==> config.mk <==
export PLATFORM = sky130hd
export DESIGN_NAME = screen_buffer
export DESIGN_NICKNAME = d
export VERILOG_FILES = /design/src/hdl/console_pkg.sv /design/src/hdl/screen_buffer.sv
export VERILOG_INCLUDE_DIRS = /design/src /design/src/include
export SDC_FILE = /design/constraint.sdc
export NUM_CORES = 2
export LEC_CHECK = 0
export ABC_CLOCK_PERIOD_IN_PS = 3700
export BUFFER_PORTS_ARGS = -buffer_cell sky130_fd_sc_hd__buf_4
export CORE_UTILIZATION = 59
export DETAILED_ROUTE_END_ITERATION = 10
export PLACE_DENSITY_LB_ADDON = 0.12
export SLEW_MARGIN = 20
export SYNTH_ARGS = -nofsm -noshare
export SYNTH_HDL_FRONTEND = slang
export SYNTH_MEMORY_MAX_BITS = 65536
export SYNTH_SLANG_ARGS = --single-unit
==> constraint.sdc <==
create_clock -name clk -period 3.7 [get_ports clk]
set_input_delay 0.37 -clock clk [delete_from_list [all_inputs] [get_ports clk]]
set_output_delay 0.37 -clock clk [all_outputs]
set_load 0.03 [all_outputs]
==> src/include/console_defs.svh <==
`ifndef CONSOLE_DEFS_SVH
`define CONSOLE_DEFS_SVH

// Screen geometry
`define CON_COLS       32
`define CON_ROWS       19
`define CON_CELLS      608

// Teletype control codes
`define CON_AT         22  // Followed by row, then column
`define CON_CR         13
`define CON_HOME       12  // Clear screen, cursor to 0

`define CON_STR_END    255 // String terminator in the table
`define CON_SPACE      32

// ------------------------------
// Report layout
// ------------------------------
`define CON_ROW_MODE   3
`define CON_COL_MODE   10
`define CON_ROW_DNA    4
`define CON_COL_DNA    10
`define CON_ROW_MEM    6
`define CON_ROW_SDRAM  11
`define CON_ROW_SD     12
`define CON_ROW_FLASH  13
`define CON_COL_TEST   21  // Same column for every test result

`define CON_DNA_DIGITS 15

`endif

==> src/hdl/console_pkg.sv <==
package console_pkg;

   typedef logic [7:0] char_t;
   typedef logic [9:0] cell_addr_t;  // Row * 32 + column
   typedef logic [6:0] str_addr_t;

   // One byte on the reporter to teletype link
   // Read as a character code, or as a coordinate after AT
   typedef union packed {
      char_t code;
      struct packed {
         logic [2:0] pad;
         logic [4:0] pos;  // Row or column
      } coord;
   } tele_byte_u;

   // Buffer write port
   typedef struct packed {
      logic       en;
      cell_addr_t addr;
      char_t      data;
   } buf_write_t;

   typedef struct packed {
      logic progress;  // Test still running
      logic result;    // 1 = pass
   } test_status_t;

   typedef struct packed {
      logic vga;
      logic ntsc;
   } video_sel_t;

   // Everything the status screen reports
   typedef struct packed {
      video_sel_t   video;
      logic [56:0]  dna;    // Device ID
      test_status_t mem;
      test_status_t sdram;
      test_status_t sd;
      test_status_t flash;
   } report_in_t;

endpackage

==> src/hdl/screen_buffer.sv <==
`timescale 1ns/1ps

`include "console_defs.svh"

module screen_buffer (
   input  logic                    clk,
   input  console_pkg::buf_write_t wr,
   input  console_pkg::cell_addr_t read_addr,
   output console_pkg::char_t      read_char
);
   import console_pkg::*;

   // 32 x 19 text cells
   char_t mem [`CON_CELLS];

   // Teletype side
   always_ff @(posedge clk) begin
      if (wr.en) begin
         mem[wr.addr] <= wr.data;
      end
   end

   // Renderer fetch port, one cycle latency
   always_ff @(posedge clk) begin
      read_char <= mem[read_addr];
   end

endmodule

==> metrics.cfg <==
[status]
status = finished, final reports clean

[routing]
drtIter0Drc = 16374
viasPerCell = 6.97
drc_errors = 0
wire_per_inst_um = 38.1
dr.pass1.iters = 6
ant_nets = 0
num_vias = 101403
wl_um = 555000

[yosys]
synth_common_cells = 4864 x edfxtp_1, 1120 x mux4_2, 692 x nor2_1
yosysSeqAreaShare_pct = 77.3
synth.most_common_cell = edfxtp_1
synth_area_sq_um = 189000
synthDistinctLibCells = 67
synth_top_cell_by_area = edfxtp_1
synthArstFlopShare_pct = 0
avgSynthCellArea_sq_um = 21.1
synth_top_area_share_pct = 77.2
synth_top_flop_cell = edfxtp_1
yosysWarningCount = 0
netlist_instances = 8947
syn-num-nets = 8977
ys_top_cells_by_area = edfxtp_1 77%, mux4_2 13%, mux2i_1 2.1%, nor2_1 1.4%, clkbuf_1 0.49%
synth-seq-cells = 4872
synth_edf_count = 4864

[clock_network]
clk_path_buf_depth = 4
insertion_delay_ns = 1.02
cts.repair.resized = 0
cts_tree = yes
cts_sinks = 4872
clockRootBuffer = clkbuf_16
h-tree-depth = 5
clk_pin_slew_ns = 0.06
cts_buffers = 477

[power_and_ir_drop]
p_per_area_nw_per_um2 = 533
power_uw = 116000
leakagePower_uw = 0.0695
ir_drop_uv = 484

[final_layout]
final_nets = 9960
drive_gt1_share_pct = 28.5
area_delta_synth_final_pct = 14.8
fillers = 19850
final_util_pct = 68.2

[place]
hpwl_um = 352000
gp_congestion = 0.944
port_buffers = 37
pre_cts_ws_ns = -0.542

[grt]
track_usage_pct = 34.5
grt_pass1_wl_um = 771000
overflow = 0
antenna_found_initial = 64
grt_pass1_vias = 98533
grt_max_degree = 159

[die]
num_io_pins = 38
die_area_sq_um = 323000
core_area_sq_um = 319000
std_cell_rows = 207
die_w_um = 568
initial_core_util_pct = 59.4
die_h_um = 568

[timing]
worstMarginPinSlew_ns = 1.24
setup_viol = 0
clock_skew_ns = 0.0427
timing.final.crit_share_pct = 89.5
setup_ws_ns = 0.390
slew_headroom_pct = 17.1
whs_ns = 0.0641
clock.fmax_mhz = 302
rsz0062_at_grt = false
hold_violations = 0
fin_crit_ns = 3.31
slew_violations = 0

[flow_run]
maxCapViolations = 0

[setup_path]
arrival_ns = 4.22
path_max_fanout = 24
crit_required_ns = 4.61
end_kind = register
start_kind = primary input
crit_type = primary input to register

[min_path]
hold_path_class = primary input to register

placed cells by master, fill, tap and decap left out, types with 13 or more instances in the layout:
cell type | Yosys | routed
a211oi_1 | 34 | 32
a21oi_1 | 97 | 97
a221oi_1 | 20 | 20
a22oi_1 | 88 | 88
a311oi_1 | 14 | 13
a31oi_1 | 49 | 48
and2_1 | 24 | 23
and3_1 | 20 | 20
buf_12 | 0 | 152
buf_4 | 69 | 878
bufinv_16 | 0 | 54
clkbuf_1 | 249 | 87
clkbuf_16 | 0 | 481
clkinv_1 | 3 | 114
clkinv_2 | 0 | 90
clkinvlp_4 | 0 | 21
diode_2 | 0 | 45
dlygate4sd3_1 | 0 | 16
edfxtp_1 | 4864 | 4864
mux2_2 | 36 | 36
mux2i_1 | 400 | 400
mux4_2 | 1120 | 1120
nand2_1 | 244 | 235
nand2b_1 | 17 | 15
nand3_1 | 98 | 78
nand3_2 | 0 | 18
nand4_1 | 17 | 17
nor2_1 | 692 | 687
nor2b_1 | 21 | 14
nor3_1 | 43 | 42
nor4_1 | 13 | 13
o211ai_1 | 19 | 19
o21ai_0 | 71 | 71
o221ai_1 | 95 | 95
o22ai_1 | 145 | 145
o31ai_1 | 14 | 14
report_power, final:
group	switching, uW	internal [uW]	leakage, uW	total, uW
sequential	50.0	60700	0.0438	60800
clock	20900	27500	0.00752	48400
combinational	4250	2340	0.0182	6590
total	25200	90600	0.0695	116000
worst paths after layout:
path / startpoint / to / slack (ns) / cells after the start
max: read_addr[0] / read_char[3]$_DFF_P_ / 0.39 / 9
min: wr[9] / mem[275][4]$_DFFE_PP_ / 0.06 / 3
max reg2reg: mem[5][4]$_DFFE_PP_ / read_char[4]$_DFF_P_ / 0.49 / 9
min reg2reg: mem[252][2]$_DFFE_PP_ / read_char[2]$_DFF_P_ / 1.20 / 6
repair_timing:
action	in CTS	in global routing
endpoints found under the hold margin	302	13
hold buffers	15	1
buffers inserted	0	0
cells by family (layout without fill, tap and decap cells):
family                 after synthesis  after routing  share of synthesized area, %
AO/OA/AOI/OAI                      723            723                          2.66
flip-flops                        4872           4872                          77.3
other                                0             45                             0
buffers and inverters              564           1946                          1.63
multiplexers                      1556           1556                          15.7
AND/OR/NAND/NOR                   1232           1232                          2.77
stage by stage:
stage	cells	TNS, ns	cell area (sq um)
detailed placement	13615	-2.08	202000
floorplan	8947	0	189000
global route	14513	0	217000
finish	14554	0	217000
global placement	13615	-2.66	201000
CTS	14508	0	217000
final cells by class:
class | count | area, sq um | share of cell area, %
Antenna cell | 45 | 113 | 0.0518
Clock buffer | 568 | 12400 | 5.69
Clock inverter | 310 | 3060 | 1.41
Inverter | 9 | 53.8 | 0.0248
Multi-Input combinational cell | 3511 | 40200 | 18.5
Sequential cell | 4872 | 146000 | 67.3
Tap cell | 4180 | 5230 | 2.41
Timing Repair Buffer | 1059 | 9990 | 4.60
metal layers:
| metal | GRT usage, % | vias up | part of all wire [%] |
|---|---|---|---|
| met5 | 0 | - | 0.029 |
| met4 | 16.5 | 24 | 5.5 |
| met3 | 8.49 | 1309 | 13 |
| met2 | 51.4 | 7197 | 46 |
| met1 | 48.7 | 53424 | 36 |
| li1 | - | 39449 | - |
critical path, stage by stage:
cell	delay (ns)
buf_16	0.28
buf_12	0.20
buf_12	0.24
buf_4	0.28
mux4_2	0.56
mux4_2	0.50
a21oi_1	0.59
o21ai_0	0.59
a221o_1	0.45
state kept, by name (all words and copies together) (netlist names):
| register | count |
|---|---|
| mem | 4864 |
| read_char | 8 |
(Power assumes the default switching activity.)
