## src/include/console_defs.svh

```systemverilog
`ifndef CONSOLE_DEFS_SVH
`define CONSOLE_DEFS_SVH

// Screen geometry
`define CON_COLS       32
`define CON_ROWS       19
`define CON_CELLS      608

// Teletype control codes
`define CON_AT         22  // Followed by row, then column
`define CON_CR         13
`define CON_HOME       12  // Clear screen, cursor to 0

`define CON_STR_END    255 // String terminator in the table
`define CON_SPACE      32

// ------------------------------
// Report layout
// ------------------------------
`define CON_ROW_MODE   3
`define CON_COL_MODE   10
`define CON_ROW_DNA    4
`define CON_COL_DNA    10
`define CON_ROW_MEM    6
`define CON_ROW_SDRAM  11
`define CON_ROW_SD     12
`define CON_ROW_FLASH  13
`define CON_COL_TEST   21  // Same column for every test result

`define CON_DNA_DIGITS 15

`endif

```

## src/hdl/console_pkg.sv

```systemverilog
package console_pkg;

   typedef logic [7:0] char_t;
   typedef logic [9:0] cell_addr_t;  // Row * 32 + column
   typedef logic [6:0] str_addr_t;

   // One byte on the reporter to teletype link
   // Read as a character code, or as a coordinate after AT
   typedef union packed {
      char_t code;
      struct packed {
         logic [2:0] pad;
         logic [4:0] pos;  // Row or column
      } coord;
   } tele_byte_u;

   // Buffer write port
   typedef struct packed {
      logic       en;
      cell_addr_t addr;
      char_t      data;
   } buf_write_t;

   typedef struct packed {
      logic progress;  // Test still running
      logic result;    // 1 = pass
   } test_status_t;

   typedef struct packed {
      logic vga;
      logic ntsc;
   } video_sel_t;

   // Everything the status screen reports
   typedef struct packed {
      video_sel_t   video;
      logic [56:0]  dna;    // Device ID
      test_status_t mem;
      test_status_t sdram;
      test_status_t sd;
      test_status_t flash;
   } report_in_t;

endpackage

```

## src/hdl/string_table.sv

```systemverilog
`timescale 1ns/1ps

`include "console_defs.svh"

module string_table (
   input  console_pkg::str_addr_t addr,
   input  logic [3:0]             digit,
   output console_pkg::char_t     data,
   output console_pkg::char_t     glyph
);
   import console_pkg::*;

   localparam char_t END_CHAR = 8'd`CON_STR_END;
   localparam char_t AT_CHAR  = 8'd`CON_AT;
   localparam char_t ZERO     = "0";
   localparam char_t ALPHA    = "A" - 8'd10;  // Offset so digit 10 maps to A

   // ------------------------------
   // Position strings at 0..23
   // ------------------------------
   // Four bytes each: AT, row, column, terminator
   localparam logic [0:5][0:1][7:0] POS_RC = {
      {8'd`CON_ROW_MODE,  8'd`CON_COL_MODE},
      {8'd`CON_ROW_DNA,   8'd`CON_COL_DNA},
      {8'd`CON_ROW_MEM,   8'd`CON_COL_TEST},
      {8'd`CON_ROW_SDRAM, 8'd`CON_COL_TEST},
      {8'd`CON_ROW_SD,    8'd`CON_COL_TEST},
      {8'd`CON_ROW_FLASH, 8'd`CON_COL_TEST}
   };

   // ------------------------------
   // Message strings at 32..79
   // ------------------------------
   // Eight-byte slots padded with terminators
   localparam logic [0:5][0:7][7:0] MSG_TEXT = {
      {"VGA ",  {4{END_CHAR}}},
      {"NTSC",  {4{END_CHAR}}},
      {"PAL ",  {4{END_CHAR}}},
      {"wait ", {3{END_CHAR}}},
      {"OK   ", {3{END_CHAR}}},
      {"ERROR", {3{END_CHAR}}}
   };

   logic [2:0] msg_slot;

   assign msg_slot = 3'(addr[6:3] - 4'd4);

   always_comb begin
      data = END_CHAR;  // Unused entries read as terminator
      if (addr < 7'd24) begin
         case (addr[1:0])
            2'd0:    data = AT_CHAR;
            2'd1:    data = POS_RC[addr[4:2]][0];
            2'd2:    data = POS_RC[addr[4:2]][1];
            default: data = END_CHAR;
         endcase
      end else if (addr >= 7'd32 && addr < 7'd80) begin
         data = MSG_TEXT[msg_slot][addr[2:0]];
      end
   end

   // Hex digit to upper-case ASCII
   assign glyph = (digit < 4'd10) ? ZERO + {4'd0, digit} : ALPHA + {4'd0, digit};

endmodule

```

## src/hdl/status_reporter.sv

```systemverilog
`timescale 1ns/1ps

`include "console_defs.svh"

module status_reporter (
   input  logic                    clk,
   input  logic                    arst_n,
   input  console_pkg::report_in_t report,
   output console_pkg::tele_byte_u tty_byte,
   output logic                    tty_valid,
   input  logic                    tty_credit
);
   import console_pkg::*;

   // String table entries
   localparam str_addr_t STR_POS_MODE  = 7'd0;
   localparam str_addr_t STR_POS_DNA   = 7'd4;
   localparam str_addr_t STR_POS_MEM   = 7'd8;
   localparam str_addr_t STR_POS_SDRAM = 7'd12;
   localparam str_addr_t STR_POS_SD    = 7'd16;
   localparam str_addr_t STR_POS_FLASH = 7'd20;
   localparam str_addr_t STR_VGA       = 7'd32;
   localparam str_addr_t STR_NTSC      = 7'd40;
   localparam str_addr_t STR_PAL       = 7'd48;
   localparam str_addr_t STR_WAIT      = 7'd56;
   localparam str_addr_t STR_OK        = 7'd64;
   localparam str_addr_t STR_ERROR     = 7'd72;

   localparam char_t      END_CHAR   = 8'd`CON_STR_END;
   localparam char_t      HOME_CHAR  = 8'd`CON_HOME;
   localparam logic [3:0] DNA_DIGITS = 4'(`CON_DNA_DIGITS);

   typedef enum logic [3:0] {
      ST_HOME,
      ST_MODE,
      ST_MODE_MSG,
      ST_DNA,
      ST_DNA_DIGIT,
      ST_TEST_POS,
      ST_TEST_MSG,
      ST_SEND_STR,   // Shared string walker
      ST_SEND_CHAR   // Shared byte sender
   } rep_state_t;

   rep_state_t   state;
   rep_state_t   ret_str;   // Where SEND_STR goes at the terminator
   rep_state_t   ret_char;  // Where SEND_CHAR goes after the byte
   str_addr_t    str_addr;
   str_addr_t    test_pos;
   char_t        tbl_data;
   char_t        glyph;
   char_t        chr;
   logic [59:0]  dna_sr;
   logic [3:0]   digit_cnt;
   logic [1:0]   test_idx;  // 0 mem, 1 sdram, 2 sd, 3 flash
   test_status_t test_st;
   logic         credit_cnt;
   logic         credit_avail;
   logic         send;

   string_table table_i (
      .addr  (str_addr),
      .digit (dna_sr[59:56]),
      .data  (tbl_data),
      .glyph (glyph)
   );

   // ------------------------------
   // Credit counter
   // ------------------------------
   assign credit_avail = credit_cnt | tty_credit;  // Returned credit usable at once
   assign send         = (state == ST_SEND_CHAR) && credit_avail;

   // Current test line
   always_comb begin
      case (test_idx)
         2'd0:    begin test_pos = STR_POS_MEM;   test_st = report.mem;   end
         2'd1:    begin test_pos = STR_POS_SDRAM; test_st = report.sdram; end
         2'd2:    begin test_pos = STR_POS_SD;    test_st = report.sd;    end
         default: begin test_pos = STR_POS_FLASH; test_st = report.flash; end
      endcase
   end

   always_ff @(posedge clk) begin
      if (send) begin
         tty_byte.code <= chr;
      end
   end

   always_ff @(posedge clk or negedge arst_n) begin
      if (!arst_n) begin
         state      <= ST_HOME;
         ret_str    <= ST_MODE;
         ret_char   <= ST_MODE;
         str_addr   <= '0;
         chr        <= '0;
         dna_sr     <= '0;
         digit_cnt  <= '0;
         test_idx   <= '0;
         credit_cnt <= 1'b1;  // One credit after reset
         tty_valid  <= 1'b0;
      end else begin
         tty_valid  <= send;
         credit_cnt <= credit_avail & ~send;
         case (state)
            ST_HOME: begin  // Once after reset
               chr      <= HOME_CHAR;
               ret_char <= ST_MODE;
               state    <= ST_SEND_CHAR;
            end

            ST_MODE: begin
               str_addr <= STR_POS_MODE;
               ret_str  <= ST_MODE_MSG;
               state    <= ST_SEND_STR;
            end
            ST_MODE_MSG: begin
               if (report.video.vga)       str_addr <= STR_VGA;
               else if (report.video.ntsc) str_addr <= STR_NTSC;
               else                        str_addr <= STR_PAL;
               ret_str <= ST_DNA;
               state   <= ST_SEND_STR;
            end

            ST_DNA: begin
               str_addr  <= STR_POS_DNA;
               dna_sr    <= {3'b000, report.dna};
               digit_cnt <= '0;
               ret_str   <= ST_DNA_DIGIT;
               state     <= ST_SEND_STR;
            end
            ST_DNA_DIGIT: begin  // Most significant nibble first
               if (digit_cnt == DNA_DIGITS) begin
                  state <= ST_TEST_POS;
               end else begin
                  chr       <= glyph;
                  dna_sr    <= {dna_sr[55:0], 4'h0};
                  digit_cnt <= digit_cnt + 4'd1;
                  ret_char  <= ST_DNA_DIGIT;
                  state     <= ST_SEND_CHAR;
               end
            end

            ST_TEST_POS: begin
               str_addr <= test_pos;
               ret_str  <= ST_TEST_MSG;
               state    <= ST_SEND_STR;
            end
            ST_TEST_MSG: begin
               if (test_st.progress)    str_addr <= STR_WAIT;
               else if (test_st.result) str_addr <= STR_OK;
               else                     str_addr <= STR_ERROR;
               test_idx <= test_idx + 2'd1;
               ret_str  <= (test_idx == 2'd3) ? ST_MODE : ST_TEST_POS;  // Flash ends the pass
               state    <= ST_SEND_STR;
            end

            ST_SEND_STR: begin
               if (tbl_data == END_CHAR) begin
                  state <= ret_str;
               end else begin
                  chr      <= tbl_data;
                  str_addr <= str_addr + 7'd1;
                  ret_char <= ST_SEND_STR;
                  state    <= ST_SEND_CHAR;
               end
            end

            ST_SEND_CHAR: begin
               if (send) state <= ret_char;  // Stall here without credit
            end

            default: state <= ST_HOME;
         endcase
      end
   end

endmodule

```

## config.mk

```make
export PLATFORM = sky130hd
export DESIGN_NAME = status_reporter
export DESIGN_NICKNAME = d
export VERILOG_FILES = /design/src/hdl/console_pkg.sv /design/src/hdl/string_table.sv /design/src/hdl/status_reporter.sv
export VERILOG_INCLUDE_DIRS = /design/src /design/src/include
export SDC_FILE = /design/constraint.sdc
export NUM_CORES = 1
export LEC_CHECK = 0
export BUFFER_PORTS_ARGS = -buffer_cell sky130_fd_sc_hd__buf_2
export CORE_MARGIN = 3
export CORE_UTILIZATION = 56
export CTS_BUF_LIST = sky130_fd_sc_hd__clkbuf_4
export DETAILED_ROUTE_END_ITERATION = 8
export PLACE_DENSITY_LB_ADDON = 0.08
export SLEW_MARGIN = 10
export SYNTH_ARGS = -nofsm -noshare
export SYNTH_HDL_FRONTEND = slang
export SYNTH_SLANG_ARGS = --single-unit
```

## constraint.sdc

```tcl
create_clock -name clk -period 5.6 [get_ports clk]
set_clock_uncertainty 0.15 [all_clocks]
set_input_delay 0.28 -clock clk [delete_from_list [all_inputs] [get_ports clk]]
set_output_delay 0.28 -clock clk [all_outputs]
set_load 0.02 [all_outputs]
```

==> run_results.csv <==
group,metric,value,unit
sta,fmax,264.8,MHz
sta,worst_pin_slew,1.084,ns
cells_and_area,diodes,0,
global_route,grt_use_total,22.87,%
global_route,antenna_found_initial,0,
cells_and_area,area_delta_synth_final,20.91,%
cts,clkLatencyLatePin,0.47,ns
synth,synth.largest_area_cell,"dfrtp_1",
synth,synthesis.area,5385,sq um
synth,synth.area.top_cells,"dfrtp_1 42%, mux2i_1 10%, nand2_1 6.1%",
synth,synth-async-reset-ratio,92.08,%
synth,synth_compound_area_share,18.80,%
cts,htreeDepth,3,
worst_setup_path,crit_fanout,94,
detailed_routing,drt_first_pass_iters,6,
sta,rsz0062_at_grt,"no",
floorplanning,initial_core_util,58.01,%
placement,dp.cells,734,
floorplanning,die_w,104.1,microns
cells_and_area,fin_util,70.13,%
sta,hold_viol_final,0,
detailed_routing,drt_iter0_drc,221,
cts,postCtsHoldBufs,59,
power,vdd_ir_drop_max,0.0002520,V
detailed_routing,vias,4522,
cts,cts.clk_slew.worst_paths,0.17,ns
floorplanning,core-area,9284,sq um
worst_setup_path,cp-start-kind,"register",
synth,yosysSeqAreaShare,47.75,%
detailed_routing,ant_nets,0,
worst_setup_path,endpoint_kind,"register",
sta,slew_headroom,27.75,%
detailed_routing,routed_wl,12130,microns
synth,syn_avg_cell_area,9.582,sq um
power,switching_share,40.90,%
placement,place_area,5792,sq um
job,max_cap_violations,0,
global_route,grt-ovfl-total,0,
worst_setup_path,r2r_cells,5,
cells_and_area,final_area,6511,sq um
synth,synth_ff_type,"dfrtp_1",
cells_and_area,drive_gt1_share,16.18,%
cts,cts_buffers,9,
detailed_routing,route.detailed.drc,0,
synth,yosys.area_share.simple,13.68,%
placement,gp_congestion,0.8288,
detailed_routing,avgRoutedWirePerCell,15.00,microns
cells_and_area,num-nets-final,758,
synth,yosysTopAreaCellShare,41.82,%
cts,cts_tree,"done",
sta,period_share,67.43,%
floorplanning,io_pins,79,
power,p_clk_share,13.0,%
placement,hpwl,7731,microns
power,p_total,2764,uW
worst_setup_path,critPathKind,"register to register",
floorplanning,num_rows,35,
global_route,grt_first_pass_wirelength,20800,microns
synth,synth-xor-area-share,1.301,%
synth,synth_warnings,0,
cells_and_area,fill_cells,729,
synth,ys_ff_latch,101,
synth,ys_types,63,
cts,ctsLongestPathBuffers,2,
synth,synth_edf_count,8,
detailed_routing,routed_via_density,5.590,
sta,slew_viol_final,0,
worst_setup_path,cp.arrival,3.96,ns
global_route,grt_pass1_vias,4530,
synth,synthesis.nets,645,
cts,cts_resized,0,
power,p_leak,0.003267,uW
power,pwr-share-seq,49.4,%
sta,min_period,3.776,ns
worst_hold_path,worstHoldPathType,"primary input to async pin",
floorplanning,die_h,104.1,microns
synth,synth_fa_ha_area_share,3.020,%
synth,synth_top_family_by_area,"compound AO/OA/AOI/OAI gates",
sta,finalSetupViolCount,0,
global_route,grt_start_max_net_pins,95,
outcome,status,"finished, final reports clean",
synth,synth_cells,562,
worst_setup_path,cp.required,5.78,ns
power,power.internal,1634,uW
power,p_comb_share,37.7,%
sta,fin_tns_setup,0,ns
cts,postCtsSetupBuffers,0,
power,p_per_area,424.5,nW/um^2
cells_and_area,fin_cells,809,
cts,cts_root_buffer,"clkbuf_4",
synth,synth_mux_area_share,10.66,%
power,netSwitchingPower,1131,uW
floorplanning,dieArea,10830,sq um
cts,cts_sinks,101,
placement,port-buffer-count,78,
==> metal layers <==
layer / up-vias / routed length (microns) / global-route usage, %
li1: 2238 / - / -
met1: 2137 / 5498 / 31.12
met2: 124 / 5902 / 38.49
met3: 23 / 529 / 3.476
met4: 0 / 202 / 6.078
met5: - / 0 / 0
==> area by class of cell <==
class | count | area (sq um) | share of cell area [%]
clock buffers | 10 | 75.07 | 1.153
clock inverters | 6 | 53.80 | 0.8263
inverters | 21 | 78.83 | 1.211
multi-input cells | 402 | 2565 | 39.39
flip-flops and latches | 101 | 2571 | 39.49
well taps | 129 | 161.4 | 2.479
repair buffers | 140 | 1006 | 15.45
==> sequential cells by signal (all words and copies together) (netlist names) <==
register    count
tty_byte        8
chr             8
digit_cnt       4
str_addr        7
state           4
ret_str         3
dna_sr         60
tty_valid       1
credit_cnt      1
ret_char        3
test_idx        2
==> power by group through the flow <==
stage	Clock, uW	Sequential [uW]	Combinational (uW)
floorplan	0	1250	872
global placement	0	1360	974
detailed placement	0	1380	1010
CTS	371	1360	1040
global route	397	1420	1190
finish	359	1360	1040
==> cell families after synthesis <==
group                      Yosys count
AOI/OAI and AO/OA                  163
xor gates and xnor gates             8
adders and majority gates           13
buffers and inverters               59
DFF                                101
muxes                               57
and+or+nand+nor                    161
==> worst max-delay path, stage by stage, from the launching register on <==
cell and delay [ns]:
dfrtp_1 0.88, or4b_4 0.88, nor2b_1 0.37, nor2_4 0.43, buf_4 0.69, o21ai_0 0.22
==> per-stage QoR <==
step                      hold WS [ns]  worst slack (ns)
final                          0.02177             1.824
after CTS                      0.01092             1.785
after global placement        -0.05610             1.936
after global routing           0.01765             1.433
after floorplan                -0.1656             3.369
after detailed placement      -0.05145             1.810
==> cell usage in the layout (no fill, tap or decap), types with 3 or more instances in the layout <==
cell type,synthesis,final
o22ai_1,3,3
dlygate4sd3_1,0,59
a221o_1,3,3
o311ai_0,3,3
nand3_1,10,10
dfrtp_1,90,90
o21ai_1,32,32
a31oi_1,11,11
dfstp_2,3,3
buf_4,1,4
nand2b_1,6,6
a21oi_1,26,26
nor2b_1,9,9
nor2_1,22,22
edfxtp_1,8,8
xor2_1,4,4
inv_1,21,21
nor3_1,8,8
and2_1,3,3
a22o_1,5,5
a211oi_1,3,3
nand4_1,3,3
nand2_1,87,87
xnor2_1,4,4
o211ai_1,3,3
clkbuf_4,0,10
mux2i_1,54,54
mux2_2,3,3
ha_1,13,13
buf_2,14,77
o21ai_0,43,43
o21a_1,4,4
==> synth_stat cells (3+ instances only) <==
library cell	n
nand4_1	3
xnor2_1	4
nand3_1	10
dfrtp_1	90
nor2b_1	9
o22ai_1	3
a21oi_1	26
nand2b_1	6
nor3_1	8
dfstp_2	3
mux2_2	3
ha_1	13
o21ai_1	32
a211oi_1	3
buf_1	7
edfxtp_1	8
o211ai_1	3
a221o_1	3
a22o_1	5
inv_1	21
a31oi_1	11
xor2_1	4
nand2_1	87
o21ai_0	43
clkbuf_1	14
nor2_1	22
buf_2	14
o311ai_0	3
o21a_1	4
mux2i_1	54
and2_1	3
==> path summary, 6_finish.rpt <==
| kind | slack (ns) | end | start |
|---|---|---|---|
| max in group asynchronous | 4.03 | dna_sr[1] | arst_n |
| max | 1.82 | dna_sr[35] | state[3] |
| min reg2reg | 0.32 | tty_byte[7] | chr[7] |
| min | 0.02 | chr[0] | arst_n |
| min in group clk | 0.07 | str_addr[4] | report[65] |
| max reg2reg | 1.82 | dna_sr[35] | state[3] |
No activity file was read; power rests on OpenSTA's default activity.
