$ cat config.mk
export PLATFORM = sky130hd
export DESIGN_NAME = teletype
export DESIGN_NICKNAME = d
export VERILOG_FILES = /design/src/hdl/console_pkg.sv /design/src/hdl/teletype.sv
export VERILOG_INCLUDE_DIRS = /design/src /design/src/include
export SDC_FILE = /design/constraint.sdc
export NUM_CORES = 1
export LEC_CHECK = 0
export BUFFER_PORTS_ARGS = -buffer_cell sky130_fd_sc_hd__buf_4
export CORE_MARGIN = 2
export CORE_UTILIZATION = 30
export CTS_BUF_LIST = sky130_fd_sc_hd__clkbuf_4
export CTS_CLUSTER_SIZE = 8
export DETAILED_ROUTE_END_ITERATION = 16
export GPL_ROUTABILITY_DRIVEN = 0
export PLACE_DENSITY = 0.5
export SYNTH_ARGS = -nofsm -noshare
export SYNTH_HDL_FRONTEND = slang
export SYNTH_SLANG_ARGS = --single-unit
$ cat constraint.sdc
create_clock -name clk -period 2.56 [get_ports clk]
set_input_delay 0.512 -clock clk [delete_from_list [all_inputs] [get_ports clk]]
set_output_delay 0.512 -clock clk [all_outputs]
set_load 0.05 [all_outputs]
$ cat src/include/console_defs.svh
`ifndef CONSOLE_DEFS_SVH
`define CONSOLE_DEFS_SVH

// Screen geometry
`define CON_COLS       32
`define CON_ROWS       19
`define CON_CELLS      608

// Teletype control codes
`define CON_AT         22  // Followed by row, then column
`define CON_CR         13
`define CON_HOME       12  // Clear screen, cursor to 0

`define CON_STR_END    255 // String terminator in the table
`define CON_SPACE      32

// ------------------------------
// Report layout
// ------------------------------
`define CON_ROW_MODE   3
`define CON_COL_MODE   10
`define CON_ROW_DNA    4
`define CON_COL_DNA    10
`define CON_ROW_MEM    6
`define CON_ROW_SDRAM  11
`define CON_ROW_SD     12
`define CON_ROW_FLASH  13
`define CON_COL_TEST   21  // Same column for every test result

`define CON_DNA_DIGITS 15

`endif

$ cat src/hdl/console_pkg.sv
package console_pkg;

   typedef logic [7:0] char_t;
   typedef logic [9:0] cell_addr_t;  // Row * 32 + column
   typedef logic [6:0] str_addr_t;

   // One byte on the reporter to teletype link
   // Read as a character code, or as a coordinate after AT
   typedef union packed {
      char_t code;
      struct packed {
         logic [2:0] pad;
         logic [4:0] pos;  // Row or column
      } coord;
   } tele_byte_u;

   // Buffer write port
   typedef struct packed {
      logic       en;
      cell_addr_t addr;
      char_t      data;
   } buf_write_t;

   typedef struct packed {
      logic progress;  // Test still running
      logic result;    // 1 = pass
   } test_status_t;

   typedef struct packed {
      logic vga;
      logic ntsc;
   } video_sel_t;

   // Everything the status screen reports
   typedef struct packed {
      video_sel_t   video;
      logic [56:0]  dna;    // Device ID
      test_status_t mem;
      test_status_t sdram;
      test_status_t sd;
      test_status_t flash;
   } report_in_t;

endpackage

$ cat src/hdl/teletype.sv
`timescale 1ns/1ps

`include "console_defs.svh"

module teletype (
   input  logic                    clk,
   input  logic                    arst_n,
   input  console_pkg::tele_byte_u tty_byte,
   input  logic                    tty_valid,
   output logic                    tty_credit,
   output console_pkg::buf_write_t wr
);
   import console_pkg::*;

   localparam char_t      CODE_AT    = 8'd`CON_AT;
   localparam char_t      CODE_CR    = 8'd`CON_CR;
   localparam char_t      CODE_HOME  = 8'd`CON_HOME;
   localparam char_t      CODE_SPACE = 8'd`CON_SPACE;
   localparam cell_addr_t LAST_CELL  = cell_addr_t'(`CON_CELLS - 1);
   localparam logic [4:0] LAST_ROW   = 5'(`CON_ROWS - 1);

   typedef enum logic [2:0] {
      ST_IDLE,
      ST_ROW,    // Waiting for row byte after AT
      ST_COL,    // Waiting for column byte
      ST_CLEAR,
      ST_WRITE
   } tty_state_t;

   tty_state_t state;
   cell_addr_t cursor;
   cell_addr_t next_cell;
   logic [4:0] row;
   logic [4:0] next_row;

   // Cursor wraps at the end of the screen
   assign next_row  = (cursor[9:5] == LAST_ROW) ? 5'd0 : cursor[9:5] + 5'd1;
   assign next_cell = (cursor == LAST_CELL) ? '0 : cursor + 10'd1;

   always_ff @(posedge clk or negedge arst_n) begin
      if (!arst_n) begin
         state      <= ST_IDLE;
         cursor     <= '0;
         row        <= '0;
         tty_credit <= 1'b0;
         wr         <= '0;
      end else begin
         tty_credit <= 1'b0;  // Single-cycle pulse
         case (state)
            ST_IDLE: begin
               if (tty_valid) begin
                  case (tty_byte.code)
                     CODE_AT: begin
                        tty_credit <= 1'b1;
                        state      <= ST_ROW;
                     end
                     CODE_CR: begin
                        cursor     <= {next_row, 5'd0};
                        tty_credit <= 1'b1;
                     end
                     CODE_HOME: begin
                        wr.en   <= 1'b1;  // Sweep starts at cell 0
                        wr.addr <= '0;
                        wr.data <= CODE_SPACE;
                        state   <= ST_CLEAR;
                     end
                     default: begin
                        wr.en      <= 1'b1;
                        wr.addr    <= cursor;
                        wr.data    <= tty_byte.code;
                        tty_credit <= 1'b1;  // Same cycle as the write
                        state      <= ST_WRITE;
                     end
                  endcase
               end
            end

            ST_ROW: begin
               if (tty_valid) begin
                  row        <= tty_byte.coord.pos;
                  tty_credit <= 1'b1;
                  state      <= ST_COL;
               end
            end

            ST_COL: begin
               if (tty_valid) begin
                  cursor     <= {row, tty_byte.coord.pos};
                  tty_credit <= 1'b1;
                  state      <= ST_IDLE;
               end
            end

            // One cell per cycle, 608 writes in a row
            ST_CLEAR: begin
               if (wr.addr == LAST_CELL) begin
                  wr.en      <= 1'b0;
                  cursor     <= '0;
                  tty_credit <= 1'b1;
                  state      <= ST_IDLE;
               end else begin
                  wr.addr <= wr.addr + 10'd1;
               end
            end

            ST_WRITE: begin
               wr.en  <= 1'b0;
               cursor <= next_cell;
               state  <= ST_IDLE;
            end

            default: state <= ST_IDLE;
         endcase
      end
   end

endmodule

==> flow_results.org, run 1 <==
** Placed design
- Placed cell count :: 351
- HPWL after detailed placement :: 4140 um
- Port Buffers :: 30

** Finish
- Most frequent cells in the layout :: dfrtp_1 (38), buf_4 (35), nand2_1 (23), o21ai_0 (22), a21oi_1 (15)
- Area growth from synthesis to layout :: 16.6%
- # nets final :: 274
- Finished Core Util :: 35.8%
- Most common cell after layout, fill and taps aside :: dfrtp_1
- 0 antenna diodes ended up in the layout.
- Fraction of final layout cells sized beyond drive strength 1 :: 24.0%
- After filler insertion, the fill cell instance count of the layout stands at 748.
- Non-filler cells, final :: 357

** Pwr
- The worst-case IR drop observed on VDD is 155 uV.
- Leakage power total :: 0.00118 uW
- Areal power density over the cells :: 365 mW/mm^2

** Floorplanning
- Number of cell rows :: 31
- The die is 89.7 um tall.
- For this design the top-level I/O count stands at 31.
- The floorplan step defined a die boundary enclosing 0.00804 mm^2.
- Core ar. :: 0.00718 mm^2
- The initial utilization of the core area, before any placement, comes to 30.7%.
- Overall die width :: 89.7 um

** Detailed routing
- The first routing iteration left 125 violations.
- Pre-Repair DR Iteration Count :: 4
- Average vias per placed instance :: 5.41
- Detailed routing inserted a total of 1,932 vias.
- DR DRC count :: 0
- The detailed router put a total of 2800 um of wire on met1.
- Routed length on met3 :: 235 um
- After detailed routing, the average wire length per cell comes to 16.4 um.
- Highest signal layer in the routed design :: met4
- Post-detailed-routing wire length :: 5840 um
- The count of nets left with antenna violations once routing finished came out at 0.
- In the detailed route, the total length drawn on met2 is 2710 um.

** Setup path
- Critical Path AT :: 2.47 ns
- Cell with the biggest individual delay on the critical path :: nor4b_1
- The worst setup path is captured at a register.
- CP max FO :: 14
- Critical Path Max Stage Delay :: 0.57 ns
- Crit path cell chain :: nor4b_1, a31oi_1, a211o_1, o21ai_0, o311ai_0
- Counting both buffers and inverters, the worst setup path holds a total of 0.
- At the worst endpoint, the required time is 2.77 ns.
- The critical path is of the register to register type.
- STA classifies the critical path startpoint as a register.
- Kind of cell adding the most delay to the critical path :: compound AO/OA/AOI/OAI gates

** STA
- Measured against its own limit, the worst slew margin works out to 54.4%.
- Setup_tns :: 0 ns
- Transition time at the pin with the least slew margin :: 0.684 ns
- Final hold slack :: 0.115 ns
- The hold violation count in the final report came to 0.
- The final max-slew violation count came to 0.
- Final critical-path share of the clock period :: 88.5%
- Setup repair after global routing left no endpoint under its margin.
- Clock Skews :: 0.0111 ns
- Setup violations remaining at the end of the flow were counted as 0.
- Based on the critical path, the design can be clocked at up to 441 MHz.
- Tmin final :: 2.27 ns

** Clock network
- Once the clock tree was built, the setup fixing pass inserted 0 buffers.
- Post-cts resize count :: 0
- Clock latency on the worst-skew pair, taken at its later pin, is 0.35 ns.
- The H-tree was split into 2 levels.
- Hold repair after CTS inserted 0 buffers.
- The clock passes through at most 2 buffers.
- The tree built by TritonCTS fans out to 38 sinks.
- Clock-pin slew was measured on the worst setup and hold paths at 0.12 ns.
- Buffer cell driving the clock tree root :: clkbuf_4
- The number of clock buffers added by TritonCTS is 5.
- TritonCTS clock tree :: built

** Synthesis
- Compound-gate portion of the synthesized area :: 24.7%
- Main combinational cell family by area after synthesis :: compound AO/OA/AOI/OAI gates
- Yosys printed 0 warnings.
- Mapped cell area :: 0.00220 mm^2
- Yosys attributes the largest share of cell area to dfrtp_1 (43%), mux2_2 (5.1%), o21ai_0 (5.0%).
- Register bit total from synthesis :: 38
- Mean cell area of the mapped netlist :: 9.53 um^2
- Yosys mapped a number of flops with a built-in enable equal to 0.
- Synth Area in XOR/XNOR :: 1.59%
- For this run, the leading register cell type out of synthesis is dfrtp_1.
- Measured against the total synthesized area, the mux share comes to 5.57%.
- Count of distinct cell types in the synthesized netlist :: 54
- After synthesis, flip-flops and latches occupy 43.2% of the total area.
- The number of nets handed over by synthesis was 246.
- Summing the areas of all and, or, nand and nor instances in the mapped netlist gives 18.6% of the synthesized area.
- After technology mapping, the gate count stands at 231.
- dfrtp_1 takes more of the synthesized area than any other cell.
- In this run the biggest area consumer among cell types represents 43.2% of the synthesized area.
- Of all flip-flops after synthesis, the portion carrying an async set or reset was 100%.
- Share of synthesized cell area in full adder, half adder and majority cells :: 2.27%

** Global routing
- The via count of the first global-routing pass came to 1,845.
- The total overflow left after global routing is 0.
- All-Layer GR Usage :: 16.0%
- Largest net degree at the start of global routing :: 39
- The first global-routing pass estimated 9740 um of wire.
- Number of antenna violations at the first check in global routing :: 0

** Min path
- Path type of the worst min-delay path :: input port to async pin

** Outcome
- The flow ran to the end, and the final reports show no timing, DRC or antenna violations.

** Job
- Max-cap violations in this run came to 0.
-- cell families (layout without fill, tap and decap cells) --
group / Yosys count / in the layout
AO/OA/AOI/OAI: 81 / 81
XOR/XNOR: 4 / 4
adder cells (fa/ha/maj): 4 / 4
buffers and inverters: 21 / 48
flip-flops: 38 / 38
multiplexers: 11 / 11
AND/OR/NAND/NOR: 72 / 72
-- per-stage QoR --
stage                     setup WS [ns]  total power, uW  instance area [um^2]
final                             0.294              936                  2570
after global placement            0.271              659                  2520
after CTS                         0.259              953                  2570
after global routing             0.0902              976                  2570
after detailed placement          0.276              658                  2520
after floorplan                   0.309              621                  2200
-- flip-flops by register name, indices dropped and copies added, names as in the netlist --
register / count
tty_credit: 1
cursor: 10
row: 5
wr: 19
state: 3
-- worst reg2reg max path: stages (launching register included) --
cell and delay, ns:
dfrtp_1 0.47, nor4b_1 0.57, a31oi_1 0.28, a211o_1 0.45
o21ai_0 0.22, o311ai_0 0.15
-- synth_stat cells (5+ instances only) --
cell and count:
nor2_1 11, inv_1 7, and3_1 6, mux2_2 10
nand2_1 23, nand3_1 8, a31oi_1 5, o21ai_0 22
a21oi_1 15, clkbuf_1 10, a22oi_1 6, dfrtp_1 38
-- power by group --
part | switching (uW) | internal [uW]
sequential | 0 | 600
clock | 197 | 94.0
combinational | 29.6 | 15.5
total | 226 | 709
-- layer usage --
layer,up-vias,track usage [%]
li1,924,-
met1,956,22.2
met2,44,25.5
met3,8,2.93
met4,0,5.02
met5,-,0
-- final cells by class --
type	count	area, um^2	share of cell area, %
Timing Repair Buffer	35	263	10.2
Multi-Input combinational cell	172	1160	45.2
Clock inverter	1	3.75	0.146
Inverter	7	26.3	1.02
Clock buffer	5	37.5	1.46
Sequential cell	38	951	37.1
Tap cell	99	124	4.83
-- final timing paths --
kind / startpoint / end / slack [ns] / cells past startpoint
worst min register to register: wr[2] / wr[2] / 0.50 / 2
min in group clk: tty_byte[7] / wr[7] / 0.42 / 2
max in group asynchronous: arst_n / row[3] / 2.08 / 1
worst max-delay path: wr[13] / cursor[7] / 0.29 / 5
worst max register to register: wr[13] / cursor[7] / 0.29 / 5
worst min-delay path: arst_n / tty_credit / 0.12 / 1
(Power assumes the default switching activity.)
==> run 2: changes to the inputs <==
Clock period 2.56 ns to 2.3 ns, I/O delays scaled along.
==> run 2 against run 1 <==
Clock skew fell by 0.0019 ns; sequential share of layout area fell by 1.4 points; count of clock-buffer cells in the layout rose by 2; cell count rose by 3.6%; largest cell class unchanged; clock power rose by 24%; via count rose by 2.5%; die area did not move; first-iteration DRC count fell by 2.4%; hold slack got worse by 0.046 ns; flip-flop and latch count did not move; maximum frequency rose by 11%.
==> flow_results.org, run 2 (synthesis gave the netlist of run 1 again) <==
** Finish
- Flip-flop count of the largest register, all copies and words added :: 19
- In the final design database the tool counted 286 nets.
- Top flop regs :: wr (19), cursor (10), row (5)
- The library cell used most frequently in the layout, excluding fill and tap cells, is buf_4.
- Count of fill cells added during filler insertion :: 749
- From synthesis to final layout, the design area changed by 21.2%.
- After the flow finishes, the layout carries non-filler instances totaling 370.
- In the layout the commonest cells are buf_4 (47), dfrtp_1 (38), nand2_1 (23), o21ai_0 (22), a21oi_1 (15).
- Finished Core Util :: 37.2%
- Final antenna diode count :: 0
- Fraction of final layout cells sized beyond drive strength 1 :: 28.0%
- wr holds more flip-flops than any other register.

** Global routing
- Via count of the first global-routing pass :: 1,871
- Global routing finished with a remaining overflow of 0.
- Number of antenna violations at the first check in global routing :: 0
- All-Layer GR Usage :: 16.3%
- Largest net degree at the start of global routing :: 39
- The first global-routing pass estimated 9850 um of wire.

** Setup path
- Required @ worst endpoint :: 2.55 ns
- STA classifies the critical path endpoint as a register.
- The critical path is of the register to register type.
- The worst register-to-register path has a depth of 6.
- The most critical setup path has its startpoint at wr[9].
- STA classifies the critical path startpoint as a register.
- The most critical setup path has its endpoint at cursor[9].
- CP max FO :: 14
- The worst register-to-register path begins at wr[9].
- Worst flop-to-flop path endpoint :: cursor[9]
- At the worst endpoint, the arrival time is 2.29 ns.
- Worst reg-to-reg setup slack :: 0.26 ns

** Floorplanning
- Core ar. :: 0.00718 mm^2
- Measured along the y axis, the die boundary spans 89.7 um.
- Once the floorplan was initialized, standard cells occupied 30.7% of the core.
- For this design the top-level I/O count stands at 31.
- Number of cell rows :: 31
- Overall die width :: 89.7 um
- Area enclosed by the die boundary :: 0.00804 mm^2

** Clock network
- Setup fix buffers added after clock tree synthesis :: 0
- Sink count of the clock tree :: 38
- H-tree levels :: 2
- The longest clock path from root to sink contains 2 buffers.
- TritonCTS built the clock tree.
- In this run the clock root is driven by a clkbuf_4.
- Post-cts resize count :: 0
- CTS clock-pin slew for the worst setup and hold paths :: 0.12 ns
- For the worst-skew pair, the clock arrives at the later sink with an insertion delay of 0.35 ns.
- CTS Hold Bufs :: 0
- Number of clock buffers inserted by TritonCTS :: 5

** STA
- The worst pin sits at a relative slew slack of 66.6%.
- F_max :: 490 MHz
- Max-slew violation count :: 0
- Tmin final :: 2.04 ns
- Setup violations remaining at the end of the flow were counted as 0.
- Clock Skews :: 0.00921 ns
- Transition time at the pin with the least slew margin :: 0.500 ns
- Final critical-path share of the clock period :: 88.8%
- Across all hold checks on the routed design, the worst slack comes to 0.0690 ns.
- Adding up every negative setup slack in the final design gives 0 ns.
- Setup repair after global routing left no endpoint under its margin.
- Count of endpoints failing hold in the final timing report :: 0

** Min path
- Path type of the worst min-delay path :: input port to async pin

** Placed design
- Port Buffers :: 30
- Placed cell count :: 363
- HPWL after detailed placement :: 4380 um

** Detailed routing
- Before antenna repair, the detailed router went through 4 iterations.
- Number of vias in the routed layout :: 1,981
- Drt initial violations :: 122
- After detailed routing, the average wire length per cell comes to 16.3 um.
- In the final routing, the length of wire on met1 measures 2980 um.
- After detailed routing, the number of remaining DRC violations is 0.
- The detail route stage leaves a number of antenna-violating nets equal to 0.
- Highest signal layer in the routed design :: met4
- Summed over all nets, wire length on met3 after detailed routing comes to 231 um.
- After detailed routing, the met2 layer carries 2750 um of wire.
- Post-detailed-routing wire length :: 6030 um
- Average vias per placed instance :: 5.35

** Outcome
- Result of the run :: finished clean

** Pwr
- In this run the power density over the cells is 404 mW/mm^2.
- IR Drop Worst-Case VDD :: 177 uV
- In this run the static leakage power is 0.00124 uW.

** Job
- Number of max-cap violations :: 0
run 2: changes by cell type in the layout (fill, tap and decap cells not counted):
cell | previous run | this run
clkinv_1 | 1 | 0
clkbuf_4 | 5 | 7
buf_4 | 35 | 47
run 2: layer usage:
layer | vias to the layer above | GRT usage, %
li1 | 947 | -
met5 | - | 0
met4 | 0 | 4.48
met2 | 51 | 24.9
met3 | 7 | 2.74
met1 | 976 | 23.7
run 2: where the power goes:
part / internal [uW] / leakage [uW] / total, uW / switching [uW]
clock network: 139 / 0.0000322 / 361 / 221
registers: 668 / 0.000470 / 668 / 0
logic: 17.8 / 0.000738 / 49.4 / 31.6
total: 825 / 0.00124 / 1080 / 253
run 2: worst min path at each step:
| stage | start | slack [ns] | depth (start not counted) | end |
|---|---|---|---|---|
| floorplan | arst_n | 0.16 | 0 | cursor[0] |
| global placement | wr[3] | 0.46 | 2 | wr[3] |
| detailed placement | arst_n | 0.47 | 1 | wr[18] |
| CTS | arst_n | 0.08 | 1 | wr[15] |
| global route | arst_n | 0.09 | 1 | state[2] |
| finish | arst_n | 0.07 | 1 | wr[12] |
run 2: critical path, cell delays in order, from the launching register on:
cell and delay [ns]:
dfrtp_1 0.44, ha_1 0.23, and4_1 0.19, a31oi_1 0.35, a211o_1 0.40, o21ai_0 0.16
a21o_1 0.17
run 2: stage by stage:
step	setup WS (ns)	cell area [um^2]	total power, uW
after floorplan	0.0487	2200	692
after global placement	0.189	2620	731
after detailed placement	0.169	2620	732
after global routing	0.0687	2670	1130
final	0.258	2670	1080
after CTS	0.263	2670	1100
run 2: layout make-up:
cell class	count	area, um^2	area share, %
Timing Repair Buffer	47	353	13.2
Tap cell	99	124	4.64
Inverter	7	26.3	0.985
Sequential cell	38	951	35.6
Clock buffer	7	52.6	1.97
Multi-Input combinational cell	172	1160	43.5
==> run 3: changes to the inputs <==
Settings changed: CORE_ASPECT_RATIO from default to 2, CORE_MARGIN 2 to 8.
Clock period 2.3 ns to 2.6 ns, I/O delays scaled along.
==> run 3 against run 2 <==
Sequential share of layout area grew 0.34 points; worst setup slack improved by 0.20 ns; cell area shrank 0.94%; total power increased by 6.5%; first-iteration DRC count is 28% lower; die area is 31% higher; sequential power down 12%; cell count fell by 3.8%; combinational power fell by 11%; critical path depth shrank 1; maximum frequency decreased by 4.6%; utilization decreased by 0.53 points; highest routed layer unchanged.
==> flow_results.org, run 3 (synthesis gave the netlist of run 1 again) <==
** Outcome
- The run finished with clean final reports.

** Finish
- In the layout the commonest cells are dfrtp_1 (38), buf_4 (38), nand2_1 (23), o21ai_0 (22), a21oi_1 (15).
- Multi-input gate area in the final layout :: 0.00116 mm^2
- Register cell area after layout :: 951 um^2
- Count of fill cells added during filler insertion :: 750
- Fraction of final layout cells sized beyond drive strength 1 :: 25.5%
- Top reg by flops :: wr
- For this run, the share of the core covered by cells in the final layout is 36.6%.
- Top flop regs :: wr (19), cursor (10), row (5)
- The register with the most flip-flops in the layout has 19 of them.
- Non-filler cells, final :: 356
- Area growth from synthesis to layout :: 20.1%
- # nets final :: 277

** Placed design
- HPWL after detailed placement :: 5030 um
- Port Buffers :: 30
- Placed cell count :: 347

** Setup path
- The worst register-to-register path has a setup slack of 0.46 ns.
- CP max FO :: 18
- At the worst endpoint, the required time is 2.86 ns.
- Critical setup path kind :: register to register
- STA classifies the critical path endpoint as a register.
- For the worst flop-to-flop path, the logic depth is 5.
- The worst setup path is launched from a register.
- At the worst endpoint, the arrival time is 2.41 ns.

** Floorplanning
- I/O Pins :: 31
- In this run the core area contains 44 standard-cell rows.
- The die covers 0.0105 mm^2.
- From bottom edge to top edge, the die measures 137 um.
- Core ar. :: 0.00721 mm^2
- Initial cell density of the core :: 30.5%
- Overall die width :: 76.6 um

** STA
- Setup repair after global routing left no endpoint under its margin.
- Tmin final :: 2.14 ns
- The final critical path takes up 82.4% of the cycle.
- Final hold slack :: 0.0969 ns
- Measured against its own limit, the worst slew margin works out to 53.3%.
- Between clock sinks in the finished design, the worst skew comes to 0.0233 ns.
- Setup violations remaining at the end of the flow were counted as 0.
- For the pin with the worst max-slew slack, the measured transition is 0.700 ns.
- The hold violation count in the final report came to 0.
- F_max :: 467 MHz
- Setup_tns :: 0 ns
- Max-slew violation count :: 0

** Global routing
- Entering global routing, the biggest net connects 39 pins.
- The first global-routing pass estimated 10,800 um of wire.
- For this run the aggregate overflow at the end of global routing stands at 0.
- Via count of the first global-routing pass :: 2,001
- Number of antenna violations at the first check in global routing :: 1
- All-Layer GR Usage :: 13.1%

** Clock network
- H-tree levels :: 2
- CTS clock-pin slew for the worst setup and hold paths :: 0.14 ns
- The later pin in the worst-skew pair is clocked with a latency of 0.37 ns.
- Buffer cell driving the clock tree root :: clkbuf_4
- Number of clock buffers inserted by TritonCTS :: 5
- CTS Hold Bufs :: 0
- Post-cts resize count :: 0
- Setup fix buffers added after clock tree synthesis :: 0
- TritonCTS clock tree :: built
- Sink count of the clock tree :: 38
- The longest clock path from root to sink contains 2 buffers.

** Pwr
- Post-route total power :: 1150 uW
- IR analysis of the VDD net gives a maximum drop of 255 uV.
- The analysis attributes to cell leakage a power of 0.00122 uW.
- Power spread over the standard cell area amounts to 435 mW/mm^2.

** Detailed routing
- Average detailed-routed wire length per instance :: 18.5 um
- The final layout contains routed wiring with a total length of 6590 um.
- The count of nets left with antenna violations once routing finished came out at 0.
- Dividing the detail-routed via count by the number of cells gives 5.41.
- The detailed router finished its first iteration with 88 violations.
- The routed layout has 1,926 vias.
- The first detailed-routing pass took 4 iterations.
- After detailed routing, the number of remaining DRC violations is 0.

** Min path
- The min-delay analysis places its worst path in the category input port to async pin.

** Job
- Max-cap violations in this run came to 0.
run 3: area by class of cell:
cell class	count	area share, %
sequential	38	36.0
clock buffer	5	1.42
multi-input combinational	172	43.9
inverter	7	0.994
antenna	1	0.0947
tap	92	4.36
clock inverter	3	2.41
timing repair buffer	38	10.8
run 3: critical path, stage by stage (launching register included):
cell and delay [ns]:
dfrtp_1 0.52, nor2_1 0.36, nand3b_1 0.17, or2_2 0.49, a311o_2 0.38, o311a_1 0.11
run 3: where the power goes:
| group | total (uW) | internal (uW) | switching (uW) |
|---|---|---|---|
| Sequential | 591 | 591 | 0 |
| Combinational | 44.1 | 15.3 | 28.9 |
| Clock | 513 | 296 | 217 |
| Total | 1150 | 902 | 246 |
run 3: metrics by stage:
step	setup slack (ns)	instance area (um^2)
5_1_grt	0.278	2640
4_1_cts	0.445	2640
3_3_place_gp	0.315	2540
6_report	0.459	2640
2_1_floorplan	0.349	2200
3_5_place_dp	0.296	2540
run 3: metal layers:
layer | wire length [um] | global-route usage [%] | part of all wire, %
met1 | 2300 | 11.9 | 35
met2 | 3880 | 26.1 | 59
met3 | 222 | 2.89 | 3.4
met4 | 182 | 6.68 | 2.8
met5 | 0 | 0 | 0
run 3: worst paths after layout:
kind | end | start
setup reg to reg | wr[17] | state[1]
hold / removal | wr[15] | arst_n
hold reg to reg | wr[5] | wr[5]
min in group clk | wr[7] | tty_byte[7]
setup / recovery | wr[17] | state[1]
max in group asynchronous | cursor[8] | arst_n
